[config.mk]
export PLATFORM = sky130hd
export DESIGN_NAME = controlUnit
export DESIGN_NICKNAME = d
export VERILOG_FILES = /design/src/source/cuPkg.sv /design/src/source/opcodeDecoder.sv /design/src/source/cuSequencer.sv /design/src/source/strobeGenerator.sv /design/src/source/controlUnit.sv
export VERILOG_INCLUDE_DIRS = /design/src /design/src/include
export SDC_FILE = /design/constraint.sdc
export NUM_CORES = 1
export LEC_CHECK = 0
export BUFFER_PORTS_ARGS = -buffer_cell sky130_fd_sc_hd__buf_2
export CAP_MARGIN = 5
export CORE_ASPECT_RATIO = 0.9
export CORE_MARGIN = 3
export CORE_UTILIZATION = 41
export DETAILED_ROUTE_END_ITERATION = 8
export PLACE_DENSITY = 0.76
export SYNTH_ARGS = -nofsm -noshare
export SYNTH_HDL_FRONTEND = slang
export SYNTH_HIERARCHICAL = 1
export SYNTH_SLANG_ARGS = --single-unit
[constraint.sdc]
create_clock -name Clock -period 2 [get_ports Clock]
set_input_delay 0.2 -clock Clock [delete_from_list [all_inputs] [get_ports Clock]]
set_output_delay 0.2 -clock Clock [all_outputs]
set_load 0.005 [all_outputs]
[src/include/cu_macros.svh]
// ~~~~~~~~~~~~~~~~~~~~~~~~~~~~~~~~~~~~~~~~~~~~~~~~
// Encodings shared by the control unit and bench.
// Opcode numbering follows the teaching ISA. The dropped
// jr, jal, in, out, mfhi and mflo codes still exist here.
// ~~~~~~~~~~~~~~~~~~~~~~~~~~~~~~~~~~~~~~~~~~~~~~~~
`ifndef CU_MACROS_SVH
`define CU_MACROS_SVH

// Field widths.
`define INSTR_WIDTH     32
`define OPCODE_MSB      31
`define OPCODE_LSB      27
`define ALU_SEL_WIDTH   5
`define CLASS_WIDTH     4
`define STEP_WIDTH      3

// Opcodes in instr[31:27].
`define OP_LD     5'b00000
`define OP_LDI    5'b00001
`define OP_ST     5'b00010
`define OP_ADD    5'b00011
`define OP_SUB    5'b00100
`define OP_AND    5'b00101
`define OP_OR     5'b00110
`define OP_SHR    5'b00111
`define OP_SHRA   5'b01000
`define OP_SHL    5'b01001
`define OP_ROR    5'b01010
`define OP_ROL    5'b01011
`define OP_ADDI   5'b01100
`define OP_ANDI   5'b01101
`define OP_ORI    5'b01110
`define OP_MUL    5'b01111
`define OP_DIV    5'b10000
`define OP_NEG    5'b10001
`define OP_NOT    5'b10010
`define OP_BR     5'b10011
`define OP_JR     5'b10100
`define OP_JAL    5'b10101
`define OP_IN     5'b10110
`define OP_OUT    5'b10111
`define OP_MFHI   5'b11000
`define OP_MFLO   5'b11001
`define OP_NOP    5'b11010
`define OP_HALT   5'b11011

// Encoded ALU select.
`define ALU_NONE  5'd0
`define ALU_ADD   5'd1
`define ALU_SUB   5'd2
`define ALU_AND   5'd3
`define ALU_OR    5'd4
`define ALU_SHR   5'd5
`define ALU_SHRA  5'd6
`define ALU_SHL   5'd7
`define ALU_ROR   5'd8
`define ALU_ROL   5'd9
`define ALU_ADDI  5'd10
`define ALU_ANDI  5'd11
`define ALU_ORI   5'd12
`define ALU_MUL   5'd13
`define ALU_DIV   5'd14
`define ALU_NEG   5'd15
`define ALU_NOT   5'd16
`define ALU_BR    5'd17

// Instruction classes.
`define CLS_LOAD     4'd0
`define CLS_LOADIMM  4'd1
`define CLS_STORE    4'd2
`define CLS_ALUREG   4'd3
`define CLS_ALUIMM   4'd4
`define CLS_MULDIV   4'd5
`define CLS_UNARY    4'd6
`define CLS_BRANCH   4'd7
`define CLS_NOP      4'd8
`define CLS_HALT     4'd9

// Execute steps run from T3 up to at most T7.
`define STEP_FIRST_EXEC  3'd3
`define STEP_MAX         3'd7

`endif

[src/source/cuPkg.sv]
// ~~~~~~~~~~~~~~~~~~~~~~~~~~~~~~~~~~~~~~~~~~~~~~~~
// Types for the control unit.
// Widths come from the macros header.
// ~~~~~~~~~~~~~~~~~~~~~~~~~~~~~~~~~~~~~~~~~~~~~~~~
`include "cu_macros.svh"

package cuPkg;

	typedef logic [`INSTR_WIDTH-1:0] instrT;

	typedef logic [`OPCODE_MSB-`OPCODE_LSB:0] opcodeT;

	typedef logic [`ALU_SEL_WIDTH-1:0] aluSelT;

	typedef logic [`CLASS_WIDTH-1:0] instClassT;

	// Execute step number, T3 to T7.
	typedef logic [`STEP_WIDTH-1:0] stepT;

	typedef enum logic [2:0] {
		stFetch0,
		stFetch1,
		stFetch2,
		stExec,
		stHalted
	} seqStateT;

endpackage

[src/source/opcodeDecoder.sv]
// ~~~~~~~~~~~~~~~~~~~~~~~~~~~~~~~~~~~~~~~~~~~~~~~~
// Opcode decode, purely combinational.
// Dropped and unknown opcodes decode as nop.
// ~~~~~~~~~~~~~~~~~~~~~~~~~~~~~~~~~~~~~~~~~~~~~~~~
`timescale 1ns/1ps
`include "cu_macros.svh"

module opcodeDecoder (
	input cuPkg::instrT instr,
	output cuPkg::instClassT instClass,
	output cuPkg::aluSelT aluOp,
	output cuPkg::stepT lastStep
);
	import cuPkg::*;

	opcodeT opcode;

	assign opcode = instr[`OPCODE_MSB:`OPCODE_LSB];

	always_comb begin
		case (opcode)
			`OP_LD: instClass = `CLS_LOAD;
			`OP_LDI: instClass = `CLS_LOADIMM;
			`OP_ST: instClass = `CLS_STORE;
			`OP_ADD, `OP_SUB, `OP_AND, `OP_OR, `OP_SHR, `OP_SHRA, `OP_SHL, `OP_ROR,
			`OP_ROL: instClass = `CLS_ALUREG;
			`OP_ADDI, `OP_ANDI, `OP_ORI: instClass = `CLS_ALUIMM;
			`OP_MUL, `OP_DIV: instClass = `CLS_MULDIV;
			`OP_NEG, `OP_NOT: instClass = `CLS_UNARY;
			`OP_BR: instClass = `CLS_BRANCH;
			`OP_HALT: instClass = `CLS_HALT;
			`OP_JR, `OP_JAL, `OP_IN, `OP_OUT, `OP_MFHI, `OP_MFLO,
			`OP_NOP: instClass = `CLS_NOP;
			default: instClass = `CLS_NOP;
		endcase
	end

	// Address arithmetic for memory ops uses the adder.
	always_comb begin
		case (opcode)
			`OP_LD, `OP_LDI, `OP_ST, `OP_ADD: aluOp = `ALU_ADD;
			`OP_SUB: aluOp = `ALU_SUB;
			`OP_AND: aluOp = `ALU_AND;
			`OP_OR: aluOp = `ALU_OR;
			`OP_SHR: aluOp = `ALU_SHR;
			`OP_SHRA: aluOp = `ALU_SHRA;
			`OP_SHL: aluOp = `ALU_SHL;
			`OP_ROR: aluOp = `ALU_ROR;
			`OP_ROL: aluOp = `ALU_ROL;
			`OP_ADDI: aluOp = `ALU_ADDI;
			`OP_ANDI: aluOp = `ALU_ANDI;
			`OP_ORI: aluOp = `ALU_ORI;
			`OP_MUL: aluOp = `ALU_MUL;
			`OP_DIV: aluOp = `ALU_DIV;
			`OP_NEG: aluOp = `ALU_NEG;
			`OP_NOT: aluOp = `ALU_NOT;
			`OP_BR: aluOp = `ALU_BR;
			default: aluOp = `ALU_NONE;
		endcase
	end

	always_comb begin
		case (instClass)
			`CLS_LOAD, `CLS_STORE: lastStep = `STEP_MAX;
			`CLS_LOADIMM, `CLS_ALUREG, `CLS_ALUIMM: lastStep = 3'd5;
			`CLS_MULDIV, `CLS_BRANCH: lastStep = 3'd6;
			`CLS_UNARY: lastStep = 3'd4;
			default: lastStep = `STEP_FIRST_EXEC;
		endcase
	end

endmodule

[src/source/cuSequencer.sv]
// ~~~~~~~~~~~~~~~~~~~~~~~~~~~~~~~~~~~~~~~~~~~~~~~~
// Fetch/execute sequencer, one state per Clock cycle.
// instClass and lastStep are only sampled in stExec,
// after IR has been loaded. Halt holds until arstN.
// ~~~~~~~~~~~~~~~~~~~~~~~~~~~~~~~~~~~~~~~~~~~~~~~~
`timescale 1ns/1ps
`include "cu_macros.svh"

module cuSequencer (
	input logic Clock,
	input logic arstN,
	input cuPkg::instClassT instClass,
	input cuPkg::stepT lastStep,
	output cuPkg::seqStateT state,
	output cuPkg::stepT step,
	output logic run
);
	import cuPkg::*;

	seqStateT nextState;
	stepT nextStep;

	always_ff @(posedge Clock or negedge arstN) begin
		if (!arstN) begin
			state <= stFetch0;
			step <= `STEP_FIRST_EXEC;
		end else begin
			state <= nextState;
			step <= nextStep;
		end
	end

	always_comb begin
		nextState = stFetch0;
		nextStep = `STEP_FIRST_EXEC;
		case (state)
			stFetch0: nextState = stFetch1;
			stFetch1: nextState = stFetch2;
			// Opcode is not valid yet, so always enter T3.
			stFetch2: nextState = stExec;
			stExec: begin
				if (instClass == `CLS_HALT) begin
					nextState = stHalted;
				end else if (step == lastStep) begin
					nextState = stFetch0;
				end else begin
					nextState = stExec;
					nextStep = step + 1'b1;
				end
			end
			stHalted: nextState = stHalted;
			default: nextState = stFetch0;
		endcase
	end

	assign run = (state != stHalted);

endmodule

[src/source/strobeGenerator.sv]
// ~~~~~~~~~~~~~~~~~~~~~~~~~~~~~~~~~~~~~~~~~~~~~~~~
// Datapath strobes as full-cycle levels.
// Pure decode of state, step and class; pcIn also
// follows conOut during branch T6.
// ~~~~~~~~~~~~~~~~~~~~~~~~~~~~~~~~~~~~~~~~~~~~~~~~
`timescale 1ns/1ps
`include "cu_macros.svh"

module strobeGenerator (
	input cuPkg::seqStateT state,
	input cuPkg::stepT step,
	input cuPkg::instClassT instClass,
	input cuPkg::aluSelT aluOp,
	input logic conOut,
	output cuPkg::aluSelT aluSel,
	output logic gra, grb, grc,
	output logic rIn, rOut, baOut,
	output logic read, write,
	output logic incPc, pcIn, pcOut,
	output logic conIn, irIn, hiIn, loIn,
	output logic zHighIn, zLowIn, marIn, mdrIn, yIn,
	output logic zHighOut, zLowOut, mdrOut, cOut
);
	import cuPkg::*;

	always_comb begin
		{gra, grb, grc, rIn, rOut, baOut, read, write,
			incPc, pcIn, pcOut, conIn, irIn, hiIn, loIn,
			zHighIn, zLowIn, marIn, mdrIn, yIn,
			zHighOut, zLowOut, mdrOut, cOut} = '0;
		aluSel = `ALU_NONE;

		case (state)
			stFetch0: begin
				pcOut = 1'b1;
				marIn = 1'b1;
				incPc = 1'b1;
			end
			stFetch1: begin
				read = 1'b1;
				mdrIn = 1'b1;
			end
			stFetch2: begin
				mdrOut = 1'b1;
				irIn = 1'b1;
			end
			stExec: begin
				case (instClass)
					// Effective address is rb + C for all three.
					`CLS_LOAD, `CLS_LOADIMM, `CLS_STORE: begin
						case (step)
							3'd3: begin
								grb = 1'b1;
								baOut = 1'b1;
								yIn = 1'b1;
							end
							3'd4: begin
								cOut = 1'b1;
								zHighIn = 1'b1;
								zLowIn = 1'b1;
								aluSel = aluOp;
							end
							3'd5: begin
								zLowOut = 1'b1;
								gra = (instClass == `CLS_LOADIMM);
								rIn = (instClass == `CLS_LOADIMM);
								marIn = (instClass != `CLS_LOADIMM);
							end
							3'd6: begin
								mdrIn = 1'b1;
								read = (instClass == `CLS_LOAD);
								gra = (instClass == `CLS_STORE);
								rOut = (instClass == `CLS_STORE);
							end
							3'd7: begin
								mdrOut = 1'b1;
								gra = (instClass == `CLS_LOAD);
								rIn = (instClass == `CLS_LOAD);
								write = (instClass == `CLS_STORE);
							end
							default: ;
						endcase
					end
					`CLS_ALUREG, `CLS_ALUIMM: begin
						case (step)
							3'd3: begin
								grb = 1'b1;
								rOut = 1'b1;
								yIn = 1'b1;
							end
							3'd4: begin
								grc = (instClass == `CLS_ALUREG);
								rOut = (instClass == `CLS_ALUREG);
								cOut = (instClass == `CLS_ALUIMM);
								zHighIn = 1'b1;
								zLowIn = 1'b1;
								aluSel = aluOp;
							end
							3'd5: begin
								zLowOut = 1'b1;
								gra = 1'b1;
								rIn = 1'b1;
							end
							default: ;
						endcase
					end
					`CLS_MULDIV: begin
						case (step)
							3'd3: begin
								gra = 1'b1;
								rOut = 1'b1;
								yIn = 1'b1;
							end
							3'd4: begin
								grb = 1'b1;
								rOut = 1'b1;
								zHighIn = 1'b1;
								zLowIn = 1'b1;
								aluSel = aluOp;
							end
							// LO takes the low half first, HI next cycle.
							3'd5: begin
								zLowOut = 1'b1;
								loIn = 1'b1;
							end
							3'd6: begin
								zHighOut = 1'b1;
								hiIn = 1'b1;
							end
							default: ;
						endcase
					end
					`CLS_UNARY: begin
						case (step)
							3'd3: begin
								grb = 1'b1;
								rOut = 1'b1;
								zHighIn = 1'b1;
								zLowIn = 1'b1;
								aluSel = aluOp;
							end
							3'd4: begin
								gra = 1'b1;
								rIn = 1'b1;
								zLowOut = 1'b1;
							end
							default: ;
						endcase
					end
					`CLS_BRANCH: begin
						case (step)
							3'd3: begin
								gra = 1'b1;
								rOut = 1'b1;
								conIn = 1'b1;
							end
							3'd4: begin
								pcOut = 1'b1;
								yIn = 1'b1;
							end
							3'd5: begin
								cOut = 1'b1;
								zHighIn = 1'b1;
								zLowIn = 1'b1;
								aluSel = aluOp;
							end
							3'd6: begin
								zLowOut = 1'b1;
								pcIn = conOut;
							end
							default: ;
						endcase
					end
					// Nop and halt drive nothing in T3.
					default: ;
				endcase
			end
			default: ;
		endcase
	end

endmodule

[src/source/controlUnit.sv]
// ~~~~~~~~~~~~~~~~~~~~~~~~~~~~~~~~~~~~~~~~~~~~~~~~
// Control unit top. instr must be loaded by the datapath
// on the edge that ends the irIn cycle; no handshake.
// ~~~~~~~~~~~~~~~~~~~~~~~~~~~~~~~~~~~~~~~~~~~~~~~~
`timescale 1ns/1ps

module controlUnit (
	input logic Clock,
	input logic arstN,
	input cuPkg::instrT instr,
	input logic conOut,
	output logic run,
	output logic gra, grb, grc,
	output logic rIn, rOut, baOut,
	output logic read, write,
	output logic incPc, pcIn, pcOut,
	output logic conIn, irIn, hiIn, loIn,
	output logic zHighIn, zLowIn, marIn, mdrIn, yIn,
	output logic zHighOut, zLowOut, mdrOut, cOut,
	output cuPkg::aluSelT aluSel
);
	import cuPkg::*;

	instClassT instClass;
	aluSelT aluOp;
	stepT lastStep;
	stepT step;
	seqStateT state;

	opcodeDecoder decoder (
		.instr(instr),
		.instClass(instClass),
		.aluOp(aluOp),
		.lastStep(lastStep)
	);

	cuSequencer sequencer (
		.Clock(Clock),
		.arstN(arstN),
		.instClass(instClass),
		.lastStep(lastStep),
		.state(state),
		.step(step),
		.run(run)
	);

	strobeGenerator strobes (
		.state(state),
		.step(step),
		.instClass(instClass),
		.aluOp(aluOp),
		.conOut(conOut),
		.aluSel(aluSel),
		.gra(gra), .grb(grb), .grc(grc),
		.rIn(rIn), .rOut(rOut), .baOut(baOut),
		.read(read), .write(write),
		.incPc(incPc), .pcIn(pcIn), .pcOut(pcOut),
		.conIn(conIn), .irIn(irIn), .hiIn(hiIn), .loIn(loIn),
		.zHighIn(zHighIn), .zLowIn(zLowIn), .marIn(marIn), .mdrIn(mdrIn), .yIn(yIn),
		.zHighOut(zHighOut), .zLowOut(zLowOut), .mdrOut(mdrOut), .cOut(cOut)
	);

endmodule

==> impl_results.md, run 1 <==
- Antenna violations before repair: 0
- Most common cell after layout, fill and taps aside: buf_4
- Vias in the first global route: around 1400
- Share of flip-flops with an asynchronous set or reset: 100%
- Detailed Route WL: 4220 microns
- Site row count: 18
- Post-DP HPWL: 2690 microns
- Initial cell density of the core: 43.7%
- Count of input and output buffers: 37
- Routed length per placed instance: 14.8 microns
- Lkg Pwr: between 0.9 and 1 nW
- Root Buffer: clkbuf_4
- Max VDD drop: slightly below 0.7 mV
- Die area: around 3700 sq um
- Hold Crit Class: primary input to async pin
- Worst reg-to-reg path cell count: 5
- CP max FO: 5
- Final Max Tran Viols: 0
- Clock latency on the worst-skew pair: 230 ps
- Post-layout min period: 2160 ps
- Synth Cell Area: roughly 1200 sq um
- CTS tree: yes
- Ratio of cells with drive above 1 in the final layout: between 50 and 60%
- WP data arrival: 1960 ps
- Post-synth cell types: about 50
- Clk_skew: 1.66 ps
- Vias: 1607
- Gr usage total: 20.1%
- Worst slew margin relative to its limit: 77.4%
- Fin crit share: 108%
- Largest net degree at the start of global routing: 15
- Crit path capture type: output pin
- Cells after synthesis: 175
- CP Class: primary input to output pin
- Area grow syn2layout: 60.9%
- Die Y-Extent: a little under 60 microns
- Failing checks: negative setup slack
- Outcome: finished with violations
- Final hold vios: 0
- YS warnings: 6
- DRT Pass-1 Iters: 4
- Die W: 63.7 microns
- Grt ovf: 0
- Starting DRT DRC Count: 118
- Max-Cap Viols: 0
- Post-synth EDFFs: 0
- Clk sinks: 6
- Num CTS Buffers: 3
- Sequential fraction of the synthesis area: 12.4%
- H-tree depth: 1
- Synth Flop Type: dfrtp_1
- Core ar.: roughly 2800 sq um
- IO Pins: 65
- Final setup violating endpoints: 11
- Worst Slack Setup Final: -163 ps
- Element type at the critical path start: primary input
- Vias per cell: 5.62
- Most used cells in the layout excluding fill and tap cells: buf_4 (41), buf_2 (35), nor2_1 (19), nand2_1 (17), o21ai_0 (7)
- Drt drc: 0
- RSZ-0062 raised after global routing: true
- Syn Area/Cell: 7.03 sq um
- Pwr Density: 724 nW/um^2
- Synth Net Count: 218
- RePlAce Congestion: 0.816
- Nets: a little under 300
- F_max: 462 MHz
- #FFs+latches synth: 6
- Worst-Margin Slew: between 300 and 400 ps
- Antenna Diode Count: 0
- Final antenna-violating net count: 0
- Worst path required time: 1800 ps
- Clock Path Buffers: 2
- Hold Slack: 314 ps
- Total power: 1.43 mW
- CTS clk-pin slew, worst paths: 40 ps
- First-pass GRT wire length: between 6000 and 7000 microns
==> synthesized netlist by cell type, types with 5 or more instances <==
cell      count  area share [%]
nand2_1      19             5.8
inv_1         7             2.1
o21ai_0      12             4.9
xor2_1        5             3.6
a21oi_1       8             3.3
ha_1          8             8.1
or3_1         6             3.1
nor2_1       20             6.1
buf_2         8             3.3
and2_1        7             3.6
nand2b_1      5             2.5
==> path summary, 6_finish.rpt <==
kind	from	end	slack (ps)
max	instr[27]	read	-160
min	arstN	sequencer/state[2]	310
max reg2reg	sequencer/step[0]	sequencer/step[1]	250
min reg2reg	sequencer/state[1]	sequencer/state[1]	600
max in group asynchronous	arstN	sequencer/step[1]	1470
min in group Clock	sequencer/state[1]	sequencer/state[1]	600
==> logic make-up after synthesis <==
group	Yosys count	synth area share [%]
AO/OA/AOI/OAI	41	22.1
buffers and inverters	22	8.75
XOR/XNOR	6	4.27
flip-flops	6	12.4
adder cells (fa/ha/maj)	8	8.14
multiplexers	2	1.63
AND/OR/NAND/NOR	90	42.7
==> routing by layer <==
layer | wire [microns] | share of wire [%] | GRT usage [%] | up-vias
met4 | 92 | 2.2 | 5.54 | 0
met2 | 2120 | 50 | 35.4 | 76
li1 | - | - | - | 766
met5 | 0 | 0 | 0 | -
met1 | 1760 | 42 | 26.5 | 754
met3 | 254 | 6.0 | 1.94 | 11
==> per-stage QoR <==
step / TNS [ps] / cells / utilization (%) / cell area (sq um) / setup WS [ps]
floorplan: 0 / 175 / - / 1250 / 5.53
global placement: -3260 / 273 / 59.4 / 1670 / -212
detailed placement: -4270 / 273 / 59.4 / 1670 / -253
CTS: -414 / 284 / 66.4 / 1870 / -101
global route: -2220 / 286 / 70.3 / 1980 / -211
finish: -911 / 286 / 70.3 / 1980 / -163
==> critical path, stage by stage <==
cell      delay (ps)
buf_6            100
or3_4            400
a21oi_4          240
a211oi_4          80
or3_1            340
or3_1            330
a21oi_2          140
buf_2            130
==> flip-flops by register name (all words and copies together), names as in the netlist <==
register         count
sequencer/state      3
sequencer/step       3
==> report_power, final <==
part           internal, mW  leakage, nW  switching (mW)  total [mW]
combinational         0.512        0.842           0.553        1.07
clock                0.0674       0.0138          0.0367       0.104
sequential            0.183       0.0666          0.0812       0.264
total                 0.762        0.923           0.671        1.43
==> area by class of cell <==
type	instances	area, sq um
Multi-Input combinational cell	148	1170
Fill cell	207	836
Clock buffer	3	22.5
Sequential cell	6	155
Timing Repair Buffer	82	549
Inverter	7	28.8
Tap cell	40	50.0
==> timing repair <==
item / CTS / global route
setup endpoints to repair: 25 / 25
pin swaps: 18 / 15
gates resized for setup: 30 / 21
gates cloned: 1 / 0
buffers inserted: 6 / 3
hold endpoints to repair: 6 / 0
hold buffers: 1 / 0
Power figures use the tool's default switching activity.
==> inputs of run 2 (changes only) <==
- SETUP_SLACK_MARGIN: not set -> 0.2
==> impl_results.md, run 2 (synthesized netlist as in run 1, its figures left out) <==
- Most common cell after layout, fill and taps aside: buf_4
- Largest net degree at the start of global routing: 15
- Routed length per placed instance: ~16 microns
- Antenna Diode Count: 0
- CP max FO: 7
- Core ar.: 2820 sq um
- Clock Path Buffers: 2
- CP Class: primary input to output pin
- Post-Place Cells: between 200 and 300
- Pwr Density: slightly above 700 nW/um^2
- WP data arrival: 2010 ps
- H-tree depth: 1
- Total power: 1.57 mW
- Crit path capture type: output pin
- Clk_skew: 4.81 ps
- F_max: 453 MHz
- Post-layout min period: between 2000 and 2500 ps
- Clk sinks: 6
- First-pass GRT wire length: 6580 microns
- Vias per cell: 5.64
- R2r startpoint: sequencer/step[0]
- Fin crit share: 110%
- Hold Crit Class: primary input to async pin
- Regs by FF count: sequencer/state (3), sequencer/step (3)
- Detailed Route WL: 4640 microns
- Clock latency on the worst-skew pair: 250 ps
- Design area: 2190 sq um
- Area grow syn2layout: 77.8%
- CTS tree: yes
- Max VDD drop: 0.438 mV
- Setup TNS Final: -2290 ps
- Outcome: finished with violations
- Worst setup endpoint: zLowOut
- Die area: about 3700 sq um
- Final Max Tran Viols: 0
- Post-DP HPWL: 2620 microns
- IO Pins: 65
- Grt ovf: 0
- Final hold vios: 0
- Element type at the critical path start: primary input
- Nets: 300
- Count of input and output buffers: 37
- Met2 wire length: 2460 microns
- Met1 WL: 1800 microns
- Drt drc: 0
- RePlAce Congestion: ~0.87
- Root Buffer: clkbuf_4
- Initial cell density of the core: 43.7%
- Worst reg-to-reg path cell count: 4
- Num CTS Buffers: 3
- Antenna violations before repair: 0
- Worst slew margin relative to its limit: 69.2%
- Placed inst area: 1720 sq um
- Vias: 1669
- Reg2Reg Capture Point: sequencer/step[0]
- Worst path required time: about 1800 ps
- Failing checks: negative setup slack
- Lkg Pwr: 1.01 nW
- Gr usage total: 22.1%
- R2R setup slack: 440 ps
- Die Y-Extent: 58.0 microns
- Final non-filler cell total: 296
- Most used cells in the layout excluding fill and tap cells: buf_4 (49), buf_2 (33), nor2_1 (17), nand2_1 (15)
- Worst-Margin Slew: approximately 460 ps
- RSZ-0062 raised after global routing: true
- Crit. Startpoint: instr[28]
- Final antenna-violating net count: 0
- Site row count: 18
- Vias in the first global route: 1479
- CTS clk-pin slew, worst paths: ~50 ps
- Met3 routed WL: around 270 microns
- Max-Cap Viols: 0
- Highest Signal Layer: met4
- Ratio of cells with drive above 1 in the final layout: 58.6%
- DRT Pass-1 Iters: 5
- Worst Slack Setup Final: -208 ps
- Final setup violating endpoints: 24
- Die W: 63.7 microns
- Pre-CTS setup slack: -301 ps
- Starting DRT DRC Count: 129
==> run 2: routing by layer <==
metal | up-vias | global-route usage (%)
met5 | - | 0
met4 | 0 | 10.5
met3 | 19 | 3.88
met2 | 86 | 39.9
met1 | 780 | 25.5
li1 | 784 | -
==> run 2: worst min-delay path by stage <==
stage          start            endpoint  slack (ps)  cells after the start
2_1_floorplan  arstN  sequencer/state[0]        -100                      0
5_1_grt        arstN  sequencer/state[2]         320                      2
4_1_cts        arstN  sequencer/state[2]         300                      2
6_report       arstN  sequencer/state[2]         320                      2
3_5_place_dp   arstN  sequencer/state[2]          20                      1
3_3_place_gp   arstN  sequencer/state[1]          20                      1
==> run 2: final cells by class <==
cell class | instances | area (sq um)
multi-input combinational | 148 | 1280
fill | 196 | 628
clock buffer | 4 | 26.3
inverter | 7 | 30.0
timing repair buffer | 91 | 641
tap | 40 | 50.0
sequential | 6 | 156
==> run 2: per-stage QoR <==
step                util, %  hold WS, ps
floorplan                 -        -95.6
global placement       61.0         19.3
detailed placement     61.0         20.9
CTS                    70.0          302
global route           77.7          324
finish                 77.7          319
==> run 2: repair_timing <==
item	4_1_cts	5_1_grt
buffers inserted	12	9
endpoints found under the setup margin	33	31
resized for setup	34	30
hold buffers	1	0
hold endpoints to repair	6	0
cloned	1	0
pin swaps	23	25
==> run 2: where the power goes <==
group          internal [mW]  switching, mW  total (mW)
clock                 0.0758         0.0476       0.123
sequential             0.184          0.112       0.295
combinational          0.556          0.593        1.15
total                  0.816          0.752        1.57
==> run 2: critical path, stage by stage <==
cell and delay, ps:
buf_8 80, clkinvlp_4 110, ha_4 300, nand2_4 50, a21oi_4 240, a211oi_4 90
nand4bb_1 250, a21boi_1 180, o32a_1 290, nor2_1 90, buf_2 120
==> inputs of run 3 (changes only) <==
- CTS_BUF_LIST: not set -> sky130_fd_sc_hd__clkbuf_16
==> impl_results.md, run 3 (synthesized netlist as in run 1, its figures left out) <==
- Outcome: finished with violations
- Failing checks: negative setup slack
- Cell Int Power: 992 uW
- Die area: 3690 sq um
- Grt ovf: 0
- Area grow syn2layout: 81.2%
- Final antenna-violating net count: 0
- CP Class: primary input to output pin
- Total power: between 1.5 and 2 mW
- Clock latency on the worst-skew pair: 230 ps
- Clk_skew: 9.75 ps
- Fin crit share: 114%
- Max-Cap Viols: 0
- Num CTS Buffers: 3
- Gr usage total: 22.7%
- Site row count: 18
- Ratio of cells with drive above 1 in the final layout: 58.4%
- Final setup violating endpoints: 29
- Combinational power share: between 60 and 70%
- R2r startpoint: sequencer/step[1]
- F_max: 440 MHz
- Largest net degree at the start of global routing: 15
- Core ar.: between 2000 and 3000 sq um
- Crit. Startpoint: instr[28]
- Switching Fraction: 43.4%
- Hold Crit Class: primary input to async pin
- Post-layout min period: 2270 ps
- Worst-Margin Slew: 382 ps
- Vias per cell: 5.48
- RSZ-0062 raised after global routing: true
- Element type at the critical path start: primary input
- Nets: 299
- Setup TNS Final: -4210 ps
- Final hold vios: 0
- Lkg Pwr: 1.03 nW
- Final Max Tran Viols: 0
- Worst slew margin relative to its limit: between 70 and 80%
- Starting DRT DRC Count: 159
- Clk network pwr share: a little under a fifth
- Detailed Route WL: 4470 microns
- Clock Path Buffers: 2
- Share of power burned in registers: approximately 17%
- Crit path capture type: output pin
- Initial cell density of the core: 43.7%
- P_sw: ~760 uW
- H-tree depth: 1
- Most common cell after layout, fill and taps aside: buf_4
- Count of input and output buffers: 37
- Die W: around 64 microns
- Clk sinks: 6
- DRT Pass-1 Iters: 4
- RePlAce Congestion: 0.872
- Vias: between 1500 and 2000
- Drt drc: 0
- Number of fill cells: 171
- Root Buffer: clkbuf_16
- Antenna Diode Count: 0
- WP data arrival: 2070 ps
- IO Pins: 65
- First-pass GRT wire length: 6760 microns
- Max VDD drop: approximately 0.53 mV
- Worst Slack Setup Final: -272 ps
- Post-DP HPWL: 2620 microns
- CP max FO: 8
- Worst reg-to-reg path cell count: 3
- CTS tree: yes
- Most used cells in the layout excluding fill and tap cells: buf_4 (42), buf_2 (33), nand2_1 (17), nor2_1 (16), buf_6 (12)
- Pwr Density: 787 nW/um^2
- Antenna violations before repair: 0
- Regs by FF count: sequencer/state (3), sequencer/step (3)
- Vias in the first global route: 1474
- CTS clk-pin slew, worst paths: 40 ps
- Die Y-Extent: a little under 60 microns
- Worst path required time: between 1500 and 2000 ps
- Routed length per placed instance: 15.1 microns
run 3: cell count changes in the layout (fill, tap and decap cells not counted), sizes merged:
cell | before | now
inv | 6 | 7
a211oi | 2 | 1
clkbuf | 4 | 3
run 3: per-layer routing:
layer | vias to the layer above | GRT usage [%] | part of all wire [%]
li1 | 776 | - | -
met1 | 767 | 27.1 | 41
met2 | 65 | 44.8 | 53
met3 | 9 | 1.16 | 4.5
met4 | 0 | 4.62 | 1.5
met5 | - | 0 | 0
run 3: final timing paths:
kind,end,slack [ps]
max,zLowOut,-270
min,sequencer/state[1],330
max reg2reg,sequencer/step[0],430
min reg2reg,sequencer/state[0],580
max in group asynchronous,sequencer/step[1],1440
min in group Clock,sequencer/state[0],580
run 3: timing repair:
item	4_1_cts	5_1_grt
endpoints found under the hold margin	6	0
gates cloned	0	0
hold buffers	1	0
buffers inserted	14	7
pin swaps	20	22
resized for setup	36	29
endpoints found under the setup margin	33	33
run 3: final cells by class:
class | instances | area (sq um) | share of cell area (%)
Clock buffer | 3 | 75.1 | 3.37
Clock inverter | 1 | 3.75 | 0.168
Inverter | 7 | 30.0 | 1.35
Multi-Input combinational cell | 147 | 1240 | 55.6
Sequential cell | 6 | 154 | 6.91
Tap cell | 40 | 50.0 | 2.25
Timing Repair Buffer | 91 | 676 | 30.3
run 3: worst max-delay path, cell delays in order:
cell,delay [ps]
buf_8,80
clkinvlp_4,100
buf_6,140
ha_4,150
o22a_1,230
o21ai_4,290
nand4bb_4,140
a21boi_2,190
o32a_1,310
nor2_1,120
buf_2,130
run 3: power groups by stage:
stage	clock [mW]	combinational [mW]	sequential, mW
2_1_floorplan	0	0.587	0.244
3_3_place_gp	0	0.822	0.282
3_5_place_dp	0	0.830	0.284
4_1_cts	0.329	0.956	0.283
5_1_grt	0.351	1.20	0.307
6_report	0.335	1.12	0.297
run 3: metrics by stage:
| step | worst slack [ps] | instances | cell area (sq um) | hold WS (ps) | utilization [%] |
|---|---|---|---|---|---|
| after global placement | -225 | 269 | 1720 | 19.3 | 61.0 |
| after floorplan | 67.3 | 175 | 1370 | -95.6 | - |
| after detailed placement | -301 | 269 | 1720 | 20.9 | 61.0 |
| after CTS | -206 | 288 | 2040 | 327 | 72.4 |
| after global routing | -384 | 295 | 2230 | 359 | 79.2 |
| final | -272 | 295 | 2230 | 328 | 79.2 |
